`src/verilog/nlb_lpbk_pkg.sv`:
```
// Line-granular addressing with 64-bit lines. Mode values outside READ, WRITE and TRPUT run no stream
package nlb_lpbk_pkg;

   // ----------------------------------------
   // Widths
   // ----------------------------------------
   localparam int ADDR_LMT    = 20;
   localparam int LINE_DATA_W = 64;
   localparam int COUNT_W     = 32;

   typedef logic [ADDR_LMT-1:0]    t_line_addr;
   typedef logic [LINE_DATA_W-1:0] t_line_data;
   typedef logic [COUNT_W-1:0]     t_count;
   // Free byte passed into the write data pattern
   typedef logic [7:0]             t_test_cfg;

   // ----------------------------------------
   // Test modes and memory ops
   // ----------------------------------------
   typedef enum logic [2:0] {
      M_READ  = 3'b001,
      M_WRITE = 3'b010,
      M_TRPUT = 3'b011
   } t_test_mode;

   typedef enum logic {
      OP_RD = 1'b0,
      OP_WR = 1'b1
   } t_mem_op;

   // Stream sequencing, shared by both engines
   typedef enum logic [1:0] {
      S_IDLE,
      S_ISSUE,
      S_DRAIN,
      S_DONE
   } t_strm_state;

   // Mode decode, one place for streams and arbiter
   function automatic logic mode_has_rd(t_test_mode m);
      return (m == M_READ) || (m == M_TRPUT);
   endfunction

   function automatic logic mode_has_wr(t_test_mode m);
      return (m == M_WRITE) || (m == M_TRPUT);
   endfunction

endpackage

```
`src/verilog/nlb_csr_pkg.sv`:
```
// Word-addressed register map with 32-bit registers. Bit 0 of CSR_CTL is an active-low test reset
package nlb_csr_pkg;

   // Register port widths
   localparam int CSR_DATA_W = 32;
   localparam int CSR_ADDR_W = 4;

   // ----------------------------------------
   // Word addresses
   // ----------------------------------------
   // Configuration and control, read/write
   localparam logic [CSR_ADDR_W-1:0] CSR_SCRATCH    = 4'd0;
   localparam logic [CSR_ADDR_W-1:0] CSR_SRC_ADDR   = 4'd1;
   localparam logic [CSR_ADDR_W-1:0] CSR_DST_ADDR   = 4'd2;
   localparam logic [CSR_ADDR_W-1:0] CSR_NUM_LINES  = 4'd3;
   localparam logic [CSR_ADDR_W-1:0] CSR_CTL        = 4'd4;
   localparam logic [CSR_ADDR_W-1:0] CSR_CFG        = 4'd5;
   // Status, read only
   // Completion flag sits in bit 0 of CSR_STATUS
   localparam logic [CSR_ADDR_W-1:0] CSR_STATUS     = 4'd8;
   localparam logic [CSR_ADDR_W-1:0] CSR_NUM_READS  = 4'd9;
   localparam logic [CSR_ADDR_W-1:0] CSR_NUM_WRITES = 4'd10;
   localparam logic [CSR_ADDR_W-1:0] CSR_NUM_CLOCKS = 4'd11;

   // ----------------------------------------
   // Control word bits
   // ----------------------------------------
   // Low holds the test in reset
   localparam int CTL_TEST_RST_N_BIT = 0;
   localparam int CTL_START_BIT      = 1;
   localparam int CTL_FORCE_CMP_BIT  = 2;

   // ----------------------------------------
   // Config word fields
   // ----------------------------------------
   localparam int CFG_CONT_BIT     = 1;
   localparam int CFG_MODE_LSB     = 2;
   localparam int CFG_MODE_W       = 3;
   localparam int CFG_TEST_CFG_LSB = 20;
   localparam int CFG_TEST_CFG_W   = 8;

endpackage
```
`src/verilog/nlb_top.sv`:
```
// Plain strobe memory port with 64-bit lines. Responses are untagged pulses, one per request
`timescale 1ns/1ps

module nlb_top
(
   input  logic                                  Clk_400,
   input  logic                                  rst,
   // Register port
   input  logic                                  csr_wr_en,
   input  logic                                  csr_rd_en,
   input  logic [nlb_csr_pkg::CSR_ADDR_W-1:0]    csr_addr,
   input  logic [nlb_csr_pkg::CSR_DATA_W-1:0]    csr_wr_data,
   output logic [nlb_csr_pkg::CSR_DATA_W-1:0]    csr_rd_data,
   output logic                                  csr_rd_valid,
   // Memory port
   output logic                                  mem_req_valid,
   output nlb_lpbk_pkg::t_mem_op                 mem_req_op,
   output nlb_lpbk_pkg::t_line_addr              mem_req_addr,
   output nlb_lpbk_pkg::t_line_data              mem_req_data,
   input  logic                                  mem_almost_full,
   input  logic                                  mem_rd_rsp,
   input  logic                                  mem_wr_rsp
);
   import nlb_lpbk_pkg::*;

   // ----------------------------------------
   // Test setup from the registers
   // ----------------------------------------
   logic       test_go;
   logic       test_rst;
   logic       force_cmp;
   logic       cont;
   t_test_mode mode;
   t_count     num_lines;
   t_line_addr src_addr;
   t_line_addr dst_addr;
   t_test_cfg  test_cfg;

   // Status back to the registers
   logic       test_cmp;
   t_count     num_reads;
   t_count     num_writes;
   t_count     num_clocks;

   // ----------------------------------------
   // Stream to arbiter
   // ----------------------------------------
   logic       rd_req_valid;
   t_line_addr rd_req_addr;
   logic       rd_grant;
   logic       rd_done;
   logic       wr_req_valid;
   t_line_addr wr_req_addr;
   t_line_data wr_req_data;
   logic       wr_grant;
   logic       wr_done;

   nlb_csr nlb_csr_inst (
      .Clk_400(Clk_400), .rst(rst),
      .csr_wr_en(csr_wr_en), .csr_rd_en(csr_rd_en), .csr_addr(csr_addr),
      .csr_wr_data(csr_wr_data), .csr_rd_data(csr_rd_data), .csr_rd_valid(csr_rd_valid),
      .test_cmp(test_cmp), .num_reads(num_reads), .num_writes(num_writes),
      .num_clocks(num_clocks),
      .test_go(test_go), .test_rst(test_rst), .force_cmp(force_cmp), .cont(cont),
      .mode(mode), .num_lines(num_lines), .src_addr(src_addr), .dst_addr(dst_addr),
      .test_cfg(test_cfg)
   );

   rd_stream rd_stream_inst (
      .Clk_400(Clk_400), .rst(rst), .test_rst(test_rst), .test_go(test_go),
      .force_cmp(force_cmp), .cont(cont), .mode(mode),
      .num_lines(num_lines), .src_addr(src_addr),
      .grant(rd_grant), .mem_rd_rsp(mem_rd_rsp),
      .req_valid(rd_req_valid), .req_addr(rd_req_addr),
      .done(rd_done), .num_reads(num_reads)
   );

   wr_stream wr_stream_inst (
      .Clk_400(Clk_400), .rst(rst), .test_rst(test_rst), .test_go(test_go),
      .force_cmp(force_cmp), .cont(cont), .mode(mode),
      .num_lines(num_lines), .dst_addr(dst_addr), .test_cfg(test_cfg),
      .grant(wr_grant), .mem_wr_rsp(mem_wr_rsp),
      .req_valid(wr_req_valid), .req_addr(wr_req_addr), .req_data(wr_req_data),
      .done(wr_done), .num_writes(num_writes)
   );

   lpbk_arbiter lpbk_arbiter_inst (
      .Clk_400(Clk_400), .rst(rst), .test_rst(test_rst), .test_go(test_go), .mode(mode),
      .rd_req_valid(rd_req_valid), .rd_req_addr(rd_req_addr),
      .wr_req_valid(wr_req_valid), .wr_req_addr(wr_req_addr), .wr_req_data(wr_req_data),
      .rd_grant(rd_grant), .wr_grant(wr_grant), .rd_done(rd_done), .wr_done(wr_done),
      .mem_almost_full(mem_almost_full),
      .mem_req_valid(mem_req_valid), .mem_req_op(mem_req_op),
      .mem_req_addr(mem_req_addr), .mem_req_data(mem_req_data),
      .test_cmp(test_cmp), .num_clocks(num_clocks)
   );

endmodule

```
`src/verilog/lpbk_arbiter.sv`:
```
// Memory request outputs are combinational from the granted stream. No request while almost full
`timescale 1ns/1ps

module lpbk_arbiter
(
   input  logic                       Clk_400,
   input  logic                       rst,
   input  logic                       test_rst,
   input  logic                       test_go,
   input  nlb_lpbk_pkg::t_test_mode   mode,
   input  logic                       rd_req_valid,
   input  nlb_lpbk_pkg::t_line_addr   rd_req_addr,
   input  logic                       wr_req_valid,
   input  nlb_lpbk_pkg::t_line_addr   wr_req_addr,
   input  nlb_lpbk_pkg::t_line_data   wr_req_data,
   output logic                       rd_grant,
   output logic                       wr_grant,
   input  logic                       rd_done,
   input  logic                       wr_done,
   input  logic                       mem_almost_full,
   output logic                       mem_req_valid,
   output nlb_lpbk_pkg::t_mem_op      mem_req_op,
   output nlb_lpbk_pkg::t_line_addr   mem_req_addr,
   output nlb_lpbk_pkg::t_line_data   mem_req_data,
   output logic                       test_cmp,
   output nlb_lpbk_pkg::t_count       num_clocks
);
   import nlb_lpbk_pkg::*;

   // Op of the last grant, the other one wins a tie
   t_mem_op last_op;
   logic    all_done;

   // ----------------------------------------
   // Round-robin grant
   // ----------------------------------------
   assign rd_grant = !mem_almost_full && rd_req_valid && (!wr_req_valid || last_op == OP_WR);
   assign wr_grant = !mem_almost_full && wr_req_valid && (!rd_req_valid || last_op == OP_RD);

   // Port follows the winner
   assign mem_req_valid = rd_grant | wr_grant;
   assign mem_req_op    = wr_grant ? OP_WR : OP_RD;
   assign mem_req_addr  = wr_grant ? wr_req_addr : rd_req_addr;
   assign mem_req_data  = wr_grant ? wr_req_data : '0;

   // Streams not in this mode count as done
   assign all_done = (!mode_has_rd(mode) || rd_done) && (!mode_has_wr(mode) || wr_done);

   always_ff @(posedge Clk_400)
   begin
      if (rst || test_rst)
      begin
         last_op    <= OP_WR;
         test_cmp   <= 1'b0;
         num_clocks <= '0;
      end
      else
      begin
         if (mem_req_valid)
            last_op <= mem_req_op;
         // Sticky until test reset
         if (test_go && all_done)
            test_cmp <= 1'b1;
         // Run time from go up to completion
         if (test_go && !test_cmp)
            num_clocks <= num_clocks + 1'b1;
      end
   end

   a_one_grant: assert property (@(posedge Clk_400) disable iff (rst || test_rst)
      !(rd_grant && wr_grant));

   a_no_req_when_full: assert property (@(posedge Clk_400) disable iff (rst || test_rst)
      mem_req_valid |-> !mem_almost_full);

endmodule

```
`src/verilog/wr_stream.sv`:
```
// Line data is index in 31:0 and test_cfg in 63:56. Responses are only counted
`timescale 1ns/1ps

module wr_stream
(
   input  logic                       Clk_400,
   input  logic                       rst,
   input  logic                       test_rst,
   input  logic                       test_go,
   input  logic                       force_cmp,
   input  logic                       cont,
   input  nlb_lpbk_pkg::t_test_mode   mode,
   input  nlb_lpbk_pkg::t_count       num_lines,
   input  nlb_lpbk_pkg::t_line_addr   dst_addr,
   input  nlb_lpbk_pkg::t_test_cfg    test_cfg,
   input  logic                       grant,
   input  logic                       mem_wr_rsp,
   output logic                       req_valid,
   output nlb_lpbk_pkg::t_line_addr   req_addr,
   output nlb_lpbk_pkg::t_line_data   req_data,
   output logic                       done,
   output nlb_lpbk_pkg::t_count       num_writes
);
   import nlb_lpbk_pkg::*;

   t_strm_state state;
   t_count      line_idx;
   t_count      out_cnt;
   t_count      out_next;
   logic        last_line;

   assign last_line = (line_idx == num_lines - 1'b1);
   assign req_valid = (state == S_ISSUE) && !force_cmp;
   assign req_addr  = dst_addr + line_idx[ADDR_LMT-1:0];
   // Pattern {cfg byte, zero pad, line index}
   assign req_data  = {test_cfg, {(LINE_DATA_W - COUNT_W - 8){1'b0}}, line_idx};
   assign done      = (state == S_DONE);
   assign out_next  = out_cnt + t_count'(grant) - t_count'(mem_wr_rsp);

   always_ff @(posedge Clk_400)
   begin
      if (rst || test_rst)
      begin
         state      <= S_IDLE;
         line_idx   <= '0;
         out_cnt    <= '0;
         num_writes <= '0;
      end
      else
      begin
         out_cnt <= out_next;
         if (mem_wr_rsp)
            num_writes <= num_writes + 1'b1;
         if (grant)
            line_idx <= last_line ? '0 : line_idx + 1'b1;
         case (state)
            S_IDLE:
               if (test_go && mode_has_wr(mode))
                  state <= (num_lines == '0) ? S_DRAIN : S_ISSUE;
            // Continuous runs leave only on force
            S_ISSUE:
               if (force_cmp || (grant && last_line && !cont))
                  state <= S_DRAIN;
            S_DRAIN:
               if (out_next == '0)
                  state <= S_DONE;
            default: state <= state;
         endcase
      end
   end

   a_no_orphan_rsp: assert property (@(posedge Clk_400) disable iff (rst || test_rst)
      mem_wr_rsp |-> (out_cnt != '0));

endmodule

```
`src/verilog/rd_stream.sv`:
```
// Holds req_valid until granted. Responses carry no address and are only counted
`timescale 1ns/1ps

module rd_stream
(
   input  logic                       Clk_400,
   input  logic                       rst,
   input  logic                       test_rst,
   input  logic                       test_go,
   input  logic                       force_cmp,
   input  logic                       cont,
   input  nlb_lpbk_pkg::t_test_mode   mode,
   input  nlb_lpbk_pkg::t_count       num_lines,
   input  nlb_lpbk_pkg::t_line_addr   src_addr,
   input  logic                       grant,
   input  logic                       mem_rd_rsp,
   output logic                       req_valid,
   output nlb_lpbk_pkg::t_line_addr   req_addr,
   output logic                       done,
   output nlb_lpbk_pkg::t_count       num_reads
);
   import nlb_lpbk_pkg::*;

   t_strm_state state;
   t_count      line_idx;
   t_count      out_cnt;
   t_count      out_next;
   logic        last_line;

   assign last_line = (line_idx == num_lines - 1'b1);
   // Force stops issue at once, even mid-run
   assign req_valid = (state == S_ISSUE) && !force_cmp;
   assign req_addr  = src_addr + line_idx[ADDR_LMT-1:0];
   assign done      = (state == S_DONE);
   // Outstanding count after this cycle's grant and response
   assign out_next  = out_cnt + t_count'(grant) - t_count'(mem_rd_rsp);

   always_ff @(posedge Clk_400)
   begin
      if (rst || test_rst)
      begin
         state     <= S_IDLE;
         line_idx  <= '0;
         out_cnt   <= '0;
         num_reads <= '0;
      end
      else
      begin
         out_cnt <= out_next;
         if (mem_rd_rsp)
            num_reads <= num_reads + 1'b1;
         // Wrap back to the start after n lines
         if (grant)
            line_idx <= last_line ? '0 : line_idx + 1'b1;
         case (state)
            S_IDLE:
               if (test_go && mode_has_rd(mode))
                  state <= (num_lines == '0) ? S_DRAIN : S_ISSUE;
            S_ISSUE:
               if (force_cmp || (grant && last_line && !cont))
                  state <= S_DRAIN;
            S_DRAIN:
               if (out_next == '0)
                  state <= S_DONE;
            default: state <= state;
         endcase
      end
   end

   // Memory returns only what was requested
   a_no_orphan_rsp: assert property (@(posedge Clk_400) disable iff (rst || test_rst)
      mem_rd_rsp |-> (out_cnt != '0));

endmodule

```
`src/verilog/nlb_csr.sv`:
```
// Reads return data one cycle after csr_rd_en. Address registers keep only the low 20 bits
`timescale 1ns/1ps

module nlb_csr
(
   input  logic                                  Clk_400,
   input  logic                                  rst,
   input  logic                                  csr_wr_en,
   input  logic                                  csr_rd_en,
   input  logic [nlb_csr_pkg::CSR_ADDR_W-1:0]    csr_addr,
   input  logic [nlb_csr_pkg::CSR_DATA_W-1:0]    csr_wr_data,
   output logic [nlb_csr_pkg::CSR_DATA_W-1:0]    csr_rd_data,
   output logic                                  csr_rd_valid,
   input  logic                                  test_cmp,
   input  nlb_lpbk_pkg::t_count                  num_reads,
   input  nlb_lpbk_pkg::t_count                  num_writes,
   input  nlb_lpbk_pkg::t_count                  num_clocks,
   output logic                                  test_go,
   output logic                                  test_rst,
   output logic                                  force_cmp,
   output logic                                  cont,
   output nlb_lpbk_pkg::t_test_mode              mode,
   output nlb_lpbk_pkg::t_count                  num_lines,
   output nlb_lpbk_pkg::t_line_addr              src_addr,
   output nlb_lpbk_pkg::t_line_addr              dst_addr,
   output nlb_lpbk_pkg::t_test_cfg               test_cfg
);
   import nlb_csr_pkg::*;
   import nlb_lpbk_pkg::*;

   logic [CSR_DATA_W-1:0]      scratch;
   logic [CSR_DATA_W-1:0]      cfg_q;
   logic [CTL_FORCE_CMP_BIT:0] ctl_q;
   // High from go until completion
   logic                       wr_lock;

   // ----------------------------------------
   // Control decode
   // ----------------------------------------
   assign test_rst  = ~ctl_q[CTL_TEST_RST_N_BIT];
   assign test_go   = ctl_q[CTL_TEST_RST_N_BIT] & ctl_q[CTL_START_BIT];
   assign force_cmp = ctl_q[CTL_FORCE_CMP_BIT];
   assign wr_lock   = test_go & ~test_cmp;

   // Config fields
   assign cont     = cfg_q[CFG_CONT_BIT];
   assign mode     = t_test_mode'(cfg_q[CFG_MODE_LSB +: CFG_MODE_W]);
   assign test_cfg = cfg_q[CFG_TEST_CFG_LSB +: CFG_TEST_CFG_W];

   // ----------------------------------------
   // Register writes
   // ----------------------------------------
   always_ff @(posedge Clk_400)
   begin
      if (rst)
      begin
         scratch   <= '0;
         cfg_q     <= '0;
         ctl_q     <= '0;
         src_addr  <= '0;
         dst_addr  <= '0;
         num_lines <= '0;
      end
      else if (csr_wr_en)
      begin
         case (csr_addr)
            CSR_SCRATCH:   scratch <= csr_wr_data;
            // Control stays writable so a running test can be forced or reset
            CSR_CTL:       ctl_q <= csr_wr_data[CTL_FORCE_CMP_BIT:0];
            CSR_SRC_ADDR:
               if (!wr_lock)
                  src_addr <= csr_wr_data[ADDR_LMT-1:0];
            CSR_DST_ADDR:
               if (!wr_lock)
                  dst_addr <= csr_wr_data[ADDR_LMT-1:0];
            CSR_NUM_LINES:
               if (!wr_lock)
                  num_lines <= csr_wr_data;
            CSR_CFG:
               if (!wr_lock)
                  cfg_q <= csr_wr_data;
            default: ;
         endcase
      end
   end

   // ----------------------------------------
   // Read path, one cycle latency
   // ----------------------------------------
   always_ff @(posedge Clk_400)
   begin
      if (rst)
         csr_rd_valid <= 1'b0;
      else
         csr_rd_valid <= csr_rd_en;
   end

   always_ff @(posedge Clk_400)
   begin
      case (csr_addr)
         CSR_SCRATCH:    csr_rd_data <= scratch;
         CSR_SRC_ADDR:   csr_rd_data <= CSR_DATA_W'(src_addr);
         CSR_DST_ADDR:   csr_rd_data <= CSR_DATA_W'(dst_addr);
         CSR_NUM_LINES:  csr_rd_data <= num_lines;
         CSR_CTL:        csr_rd_data <= CSR_DATA_W'(ctl_q);
         CSR_CFG:        csr_rd_data <= cfg_q;
         CSR_STATUS:     csr_rd_data <= CSR_DATA_W'(test_cmp);
         CSR_NUM_READS:  csr_rd_data <= num_reads;
         CSR_NUM_WRITES: csr_rd_data <= num_writes;
         CSR_NUM_CLOCKS: csr_rd_data <= num_clocks;
         // Unmapped words read zero
         default:        csr_rd_data <= '0;
      endcase
   end

   // Read data never shows up unrequested
   a_rd_valid_follows_en: assert property (@(posedge Clk_400) disable iff (rst)
      csr_rd_valid |-> $past(csr_rd_en));

endmodule

```
`config.mk`:
```
export PLATFORM = sky130hd
export DESIGN_NAME = nlb_top
export DESIGN_NICKNAME = d
export VERILOG_FILES = /design/src/verilog/nlb_lpbk_pkg.sv /design/src/verilog/nlb_csr_pkg.sv /design/src/verilog/nlb_top.sv /design/src/verilog/lpbk_arbiter.sv /design/src/verilog/wr_stream.sv /design/src/verilog/rd_stream.sv /design/src/verilog/nlb_csr.sv
export SDC_FILE = /design/constraint.sdc
export NUM_CORES = 1
export LEC_CHECK = 0
export ABC_CLOCK_PERIOD_IN_PS = 14000
export BUFFER_PORTS_ARGS = -buffer_cell sky130_fd_sc_hd__buf_4
export CAP_MARGIN = 20
export CORE_ASPECT_RATIO = 0.75
export CORE_UTILIZATION = 60
export CTS_BUF_LIST = sky130_fd_sc_hd__clkbuf_4 sky130_fd_sc_hd__clkbuf_8
export CTS_CLUSTER_DIAMETER = 50
export DETAILED_ROUTE_END_ITERATION = 6
export GPL_TIMING_DRIVEN = 0
export PLACE_DENSITY = 0.83
export SYNTH_ARGS = -nofsm -noshare
export SYNTH_HDL_FRONTEND = slang
export SYNTH_SLANG_ARGS = --single-unit
```
`constraint.sdc`:
```
create_clock -name Clk_400 -period 14 [get_ports Clk_400]
set_clock_uncertainty 0.2 [all_clocks]
set_input_delay 2.1 -clock Clk_400 [delete_from_list [all_inputs] [get_ports Clk_400]]
set_output_delay 2.1 -clock Clk_400 [all_outputs]
set_load 0.05 [all_outputs]
```
==> run summary <==
The flow ran to the end, but the final reports show violations. The checks that failed: DRC. The tools report the remaining max-slew budget at the tightest pin as 0.194. The tools report the global-route met1 utilization as 0.583. Along the worst path, the maximum fanout reaches 10.

The utilization of the core after routing was 0.691; the die outline area was 41500 um^2. The number of clock buffers added by TritonCTS is 61. In the final routed layout, each cell accounts on average for 21.7 um. The share of the synthesized area in the top cell type came out at 0.330. Critical path capture point type: a flip-flop. Global routing finished with a remaining overflow of 0. The number of hold-slack violations in the final timing report is 0, and the share of async-settable or async-resettable flops after synthesis is 0. The start-to-end type of the worst setup path is in2reg.

162 I/O pins were placed. For the total number of H-tree levels, the log shows 2. For the number of distinct standard cells referenced by the synthesized netlist, the log shows 84. dfxtp_1 takes more of the synthesized area than any other cell.

The via count normalized by instance count was 6.29. For the weighted congestion at the end of routability-driven global placement, the log shows 1.01. The fraction of the cycle the final worst path needs is 0.613, and the worst hold slack across all endpoints is 260 ps. The reg-to-reg startpoint is wr_stream_inst.state[1]. After floorplanning, the core was divided into 63 placement rows. For this run, design rule violations remaining after detail routing come to 3.

Averaged over all synthesized cells, the footprint is 7.74 um^2. The die height came out at 177 um. The portion of the post-synthesis area used by sequential elements is 0.330. The timing-limited maximum frequency came out at 0.117 GHz.

The met3 capacity usage during global routing is 0.138. TritonCTS built the clock tree. In the synthesized netlist the dominant register cell turns out to be dfxtp_1. In the synthesized netlist, the cells that appear most often are nand2_1 (483), dfxtp_1 (402), nor2_1 (325).

The logs give 0.0106 uW for the standby leakage power and 0 for the max-cap violation count. The setup TNS after final layout came out at 0 ps. In the post-synthesis netlist, the cell with the most instances is nand2_1.

For flop-to-flop paths, the worst setup slack is 6400 ps. Clock tree synthesis found a total of 402 sinks. Hold repair after CTS inserted 0 buffers. Setup repair after global routing left no endpoint under its margin. The first global-routing pass estimated 128000 um of wire. The worst hold path terminates at nlb_csr_inst.cfg_q[9].

The CTS root buffer is clkbuf_8. For the number of global-route vias before repair, the log shows 22522. Ratio of cells with drive above 1 in the final layout: 0.0874. The startpoint of the most critical hold path is nlb_csr_inst.cfg_q[9]. Compared with the post-synthesis result, the final layout area differs by 12.7%. After clock tree synthesis, the clock-pin slew on the worst setup and hold paths is 60 ps. Power spread over the standard cell area amounts to 91.5 nW/um^2. The time the final worst path needs with I/O delays and setup is 8580 ps, and the number of buffers on the longest clock path is 3. The post-cts resize count was 0.

The logs give 24793 for the via count and 0 for the remaining antenna violation count. Setup slack closes at 5420 ps. At the worst endpoint, the arrival time is 8900 ps. The worst setup path is launched from an input pin.

The number of cells on the worst reg-to-reg path is 23. From left edge to right edge, the die measures 235 um. The count of TritonRoute iterations in the first routing pass is 7. Total count of max-transition violations in the final report: 0. The count of buffers inserted at the top-level ports is 132. Wires add up to 85400 um. By area the synthesized netlist is led by dfxtp_1 (33%), nand2_1 (7.4%), ha_1 (6.1%).

The worst voltage drop across the vdd grid was 0.0000703 V. Once detailed placement completed, the half-perimeter wirelength came to 67200 um. The endpoint of the lowest-slack register-to-register path was wr_stream_inst.state[0]. The path category of the worst min-delay check was reg2reg. The number of antenna violations at the first check in global routing is 2, and the pin count of the biggest net entering global routing is 16. The total of endpoints with negative setup slack in the final report was 0. The logs give 660 ps for the clock latency of the later-clocked register in the worst-skew pair and 5030 ps for the worst setup slack after placement. For the number of nets in the layout, the log shows 3540. The post-synthesis register bit count came out at 402. The synthesized netlist occupies a cell area of 24400 um^2.

For this block, the initial DRC count from the detailed router was 3267. The run gives 0.613 as the effective utilization at floorplan. The layer flagged by global routing as most heavily used is met1. The core region is 39800 um^2. The post-synthesis cell count was 3155.

The slew of the pin with the lowest slew margin works out to 1200 ps. The routing usage on met2 was 0.554. Counting instances, the worst hold path has a depth of 2. STA puts the critical path data required time at 14320 ps. Once the clock tree was built, the setup fixing pass inserted 0 buffers. Yosys mapped a number of flops with a built-in enable equal to 0.

The logs give 0.400 for the overall routing resource usage and 0 for the total of warnings raised by yosys.
worst max-delay path: stages:
cell,delay (ps)
buf_4,120
nor2_1,90
nand2_1,90
a21oi_2,730
inv_1,340
clkbuf_1,380
clkbuf_1,580
ha_1,500
inv_1,40
ha_1,200
inv_1,90
fa_1,220
nor2b_1,70
o31ai_1,360
a21o_1,280
o211a_1,220
o21ai_0,210
o311ai_0,780
o2111ai_1,240
or4b_1,570
nor4_1,340
a21oi_1,180
mux2i_1,150
worst max-delay path by stage:
stage | cells past startpoint | startpoint | endpoint | slack [ps]
floorplan | 22 | mem_almost_full | wr_stream_inst.state[0] | 7220
global route | 23 | mem_almost_full | wr_stream_inst.state[0] | 5140
global placement | 23 | mem_almost_full | wr_stream_inst.state[0] | 4470
CTS | 23 | mem_almost_full | wr_stream_inst.state[0] | 5680
detailed placement | 23 | mem_almost_full | wr_stream_inst.state[0] | 5030
finish | 23 | mem_almost_full | wr_stream_inst.state[0] | 5420
final cells by class:
cell class	count	area (um^2)
tap	520	651
inverter	120	450
buffer	194	852
sequential	402	8050
clock buffer	87	1120
fill	3338	12300
clock inverter	23	234
timing repair buffer	133	995
antenna	2	5.00
multi-input combinational	2462	15100
registers in the layout, indices dropped and copies added (netlist names), 32 cells and up:
| name | cells |
|---|---|
| rd_stream_inst.line_idx | 32 |
| nlb_csr_inst.cfg_q | 32 |
| nlb_csr_inst.num_lines | 32 |
| wr_stream_inst.out_cnt | 32 |
| rd_stream_inst.out_cnt | 32 |
| wr_stream_inst.line_idx | 32 |
| rd_stream_inst.num_reads | 32 |
| nlb_csr_inst.csr_rd_data | 32 |
| nlb_csr_inst.scratch | 32 |
| lpbk_arbiter_inst.num_clocks | 32 |
| wr_stream_inst.num_writes | 32 |
metal layers:
layer	up-vias	wire length (um)
li1	11423	-
met1	11628	36900
met2	1565	33300
met3	175	13000
met4	2	2120
met5	-	13
power breakdown:
part | internal (uW) | total (uW) | switching (uW)
combinational | 93.6 | 270 | 177
sequential | 1150 | 1160 | 5.63
clock | 589 | 1090 | 501
total | 1830 | 2520 | 683
stage by stage:
stage	power, uW	cell area, um^2	instances
6_report	2520	27500	3943
5_1_grt	2580	27500	3942
4_1_cts	2500	27500	3940
3_5_place_dp	1440	26100	3830
3_3_place_gp	1430	26100	3830
2_1_floorplan	1360	24500	3178
cell families after synthesis:
logic type / Yosys count / synth area share
flip-flops: 402 / 0.330
AO/OA/AOI/OAI: 678 / 0.177
multiplexers: 16 / 0.00713
XOR/XNOR: 285 / 0.110
other: 1 / 0.000154
AND/OR/NAND/NOR: 1336 / 0.258
buffers and inverters: 314 / 0.0534
adder cells (fa/ha/maj): 123 / 0.0643
placed cells by master, fill, tap and decap left out, types with 29 or more instances in the layout:
| cell type | instances |
|---|---|
| dfxtp_1 | 402 |
| and2_1 | 57 |
| a21oi_1 | 268 |
| o21ai_0 | 86 |
| and3_1 | 61 |
| ha_1 | 119 |
| buf_4 | 156 |
| clkbuf_8 | 74 |
| inv_1 | 120 |
| nor2b_1 | 29 |
| a22oi_1 | 107 |
| nor3_1 | 65 |
| or3_1 | 42 |
| nor2_1 | 325 |
| xor2_1 | 131 |
| nand2_1 | 483 |
| nand3_1 | 88 |
| clkbuf_1 | 155 |
| xnor2_1 | 141 |
| nand4_1 | 65 |
(Power assumes the default switching activity.)
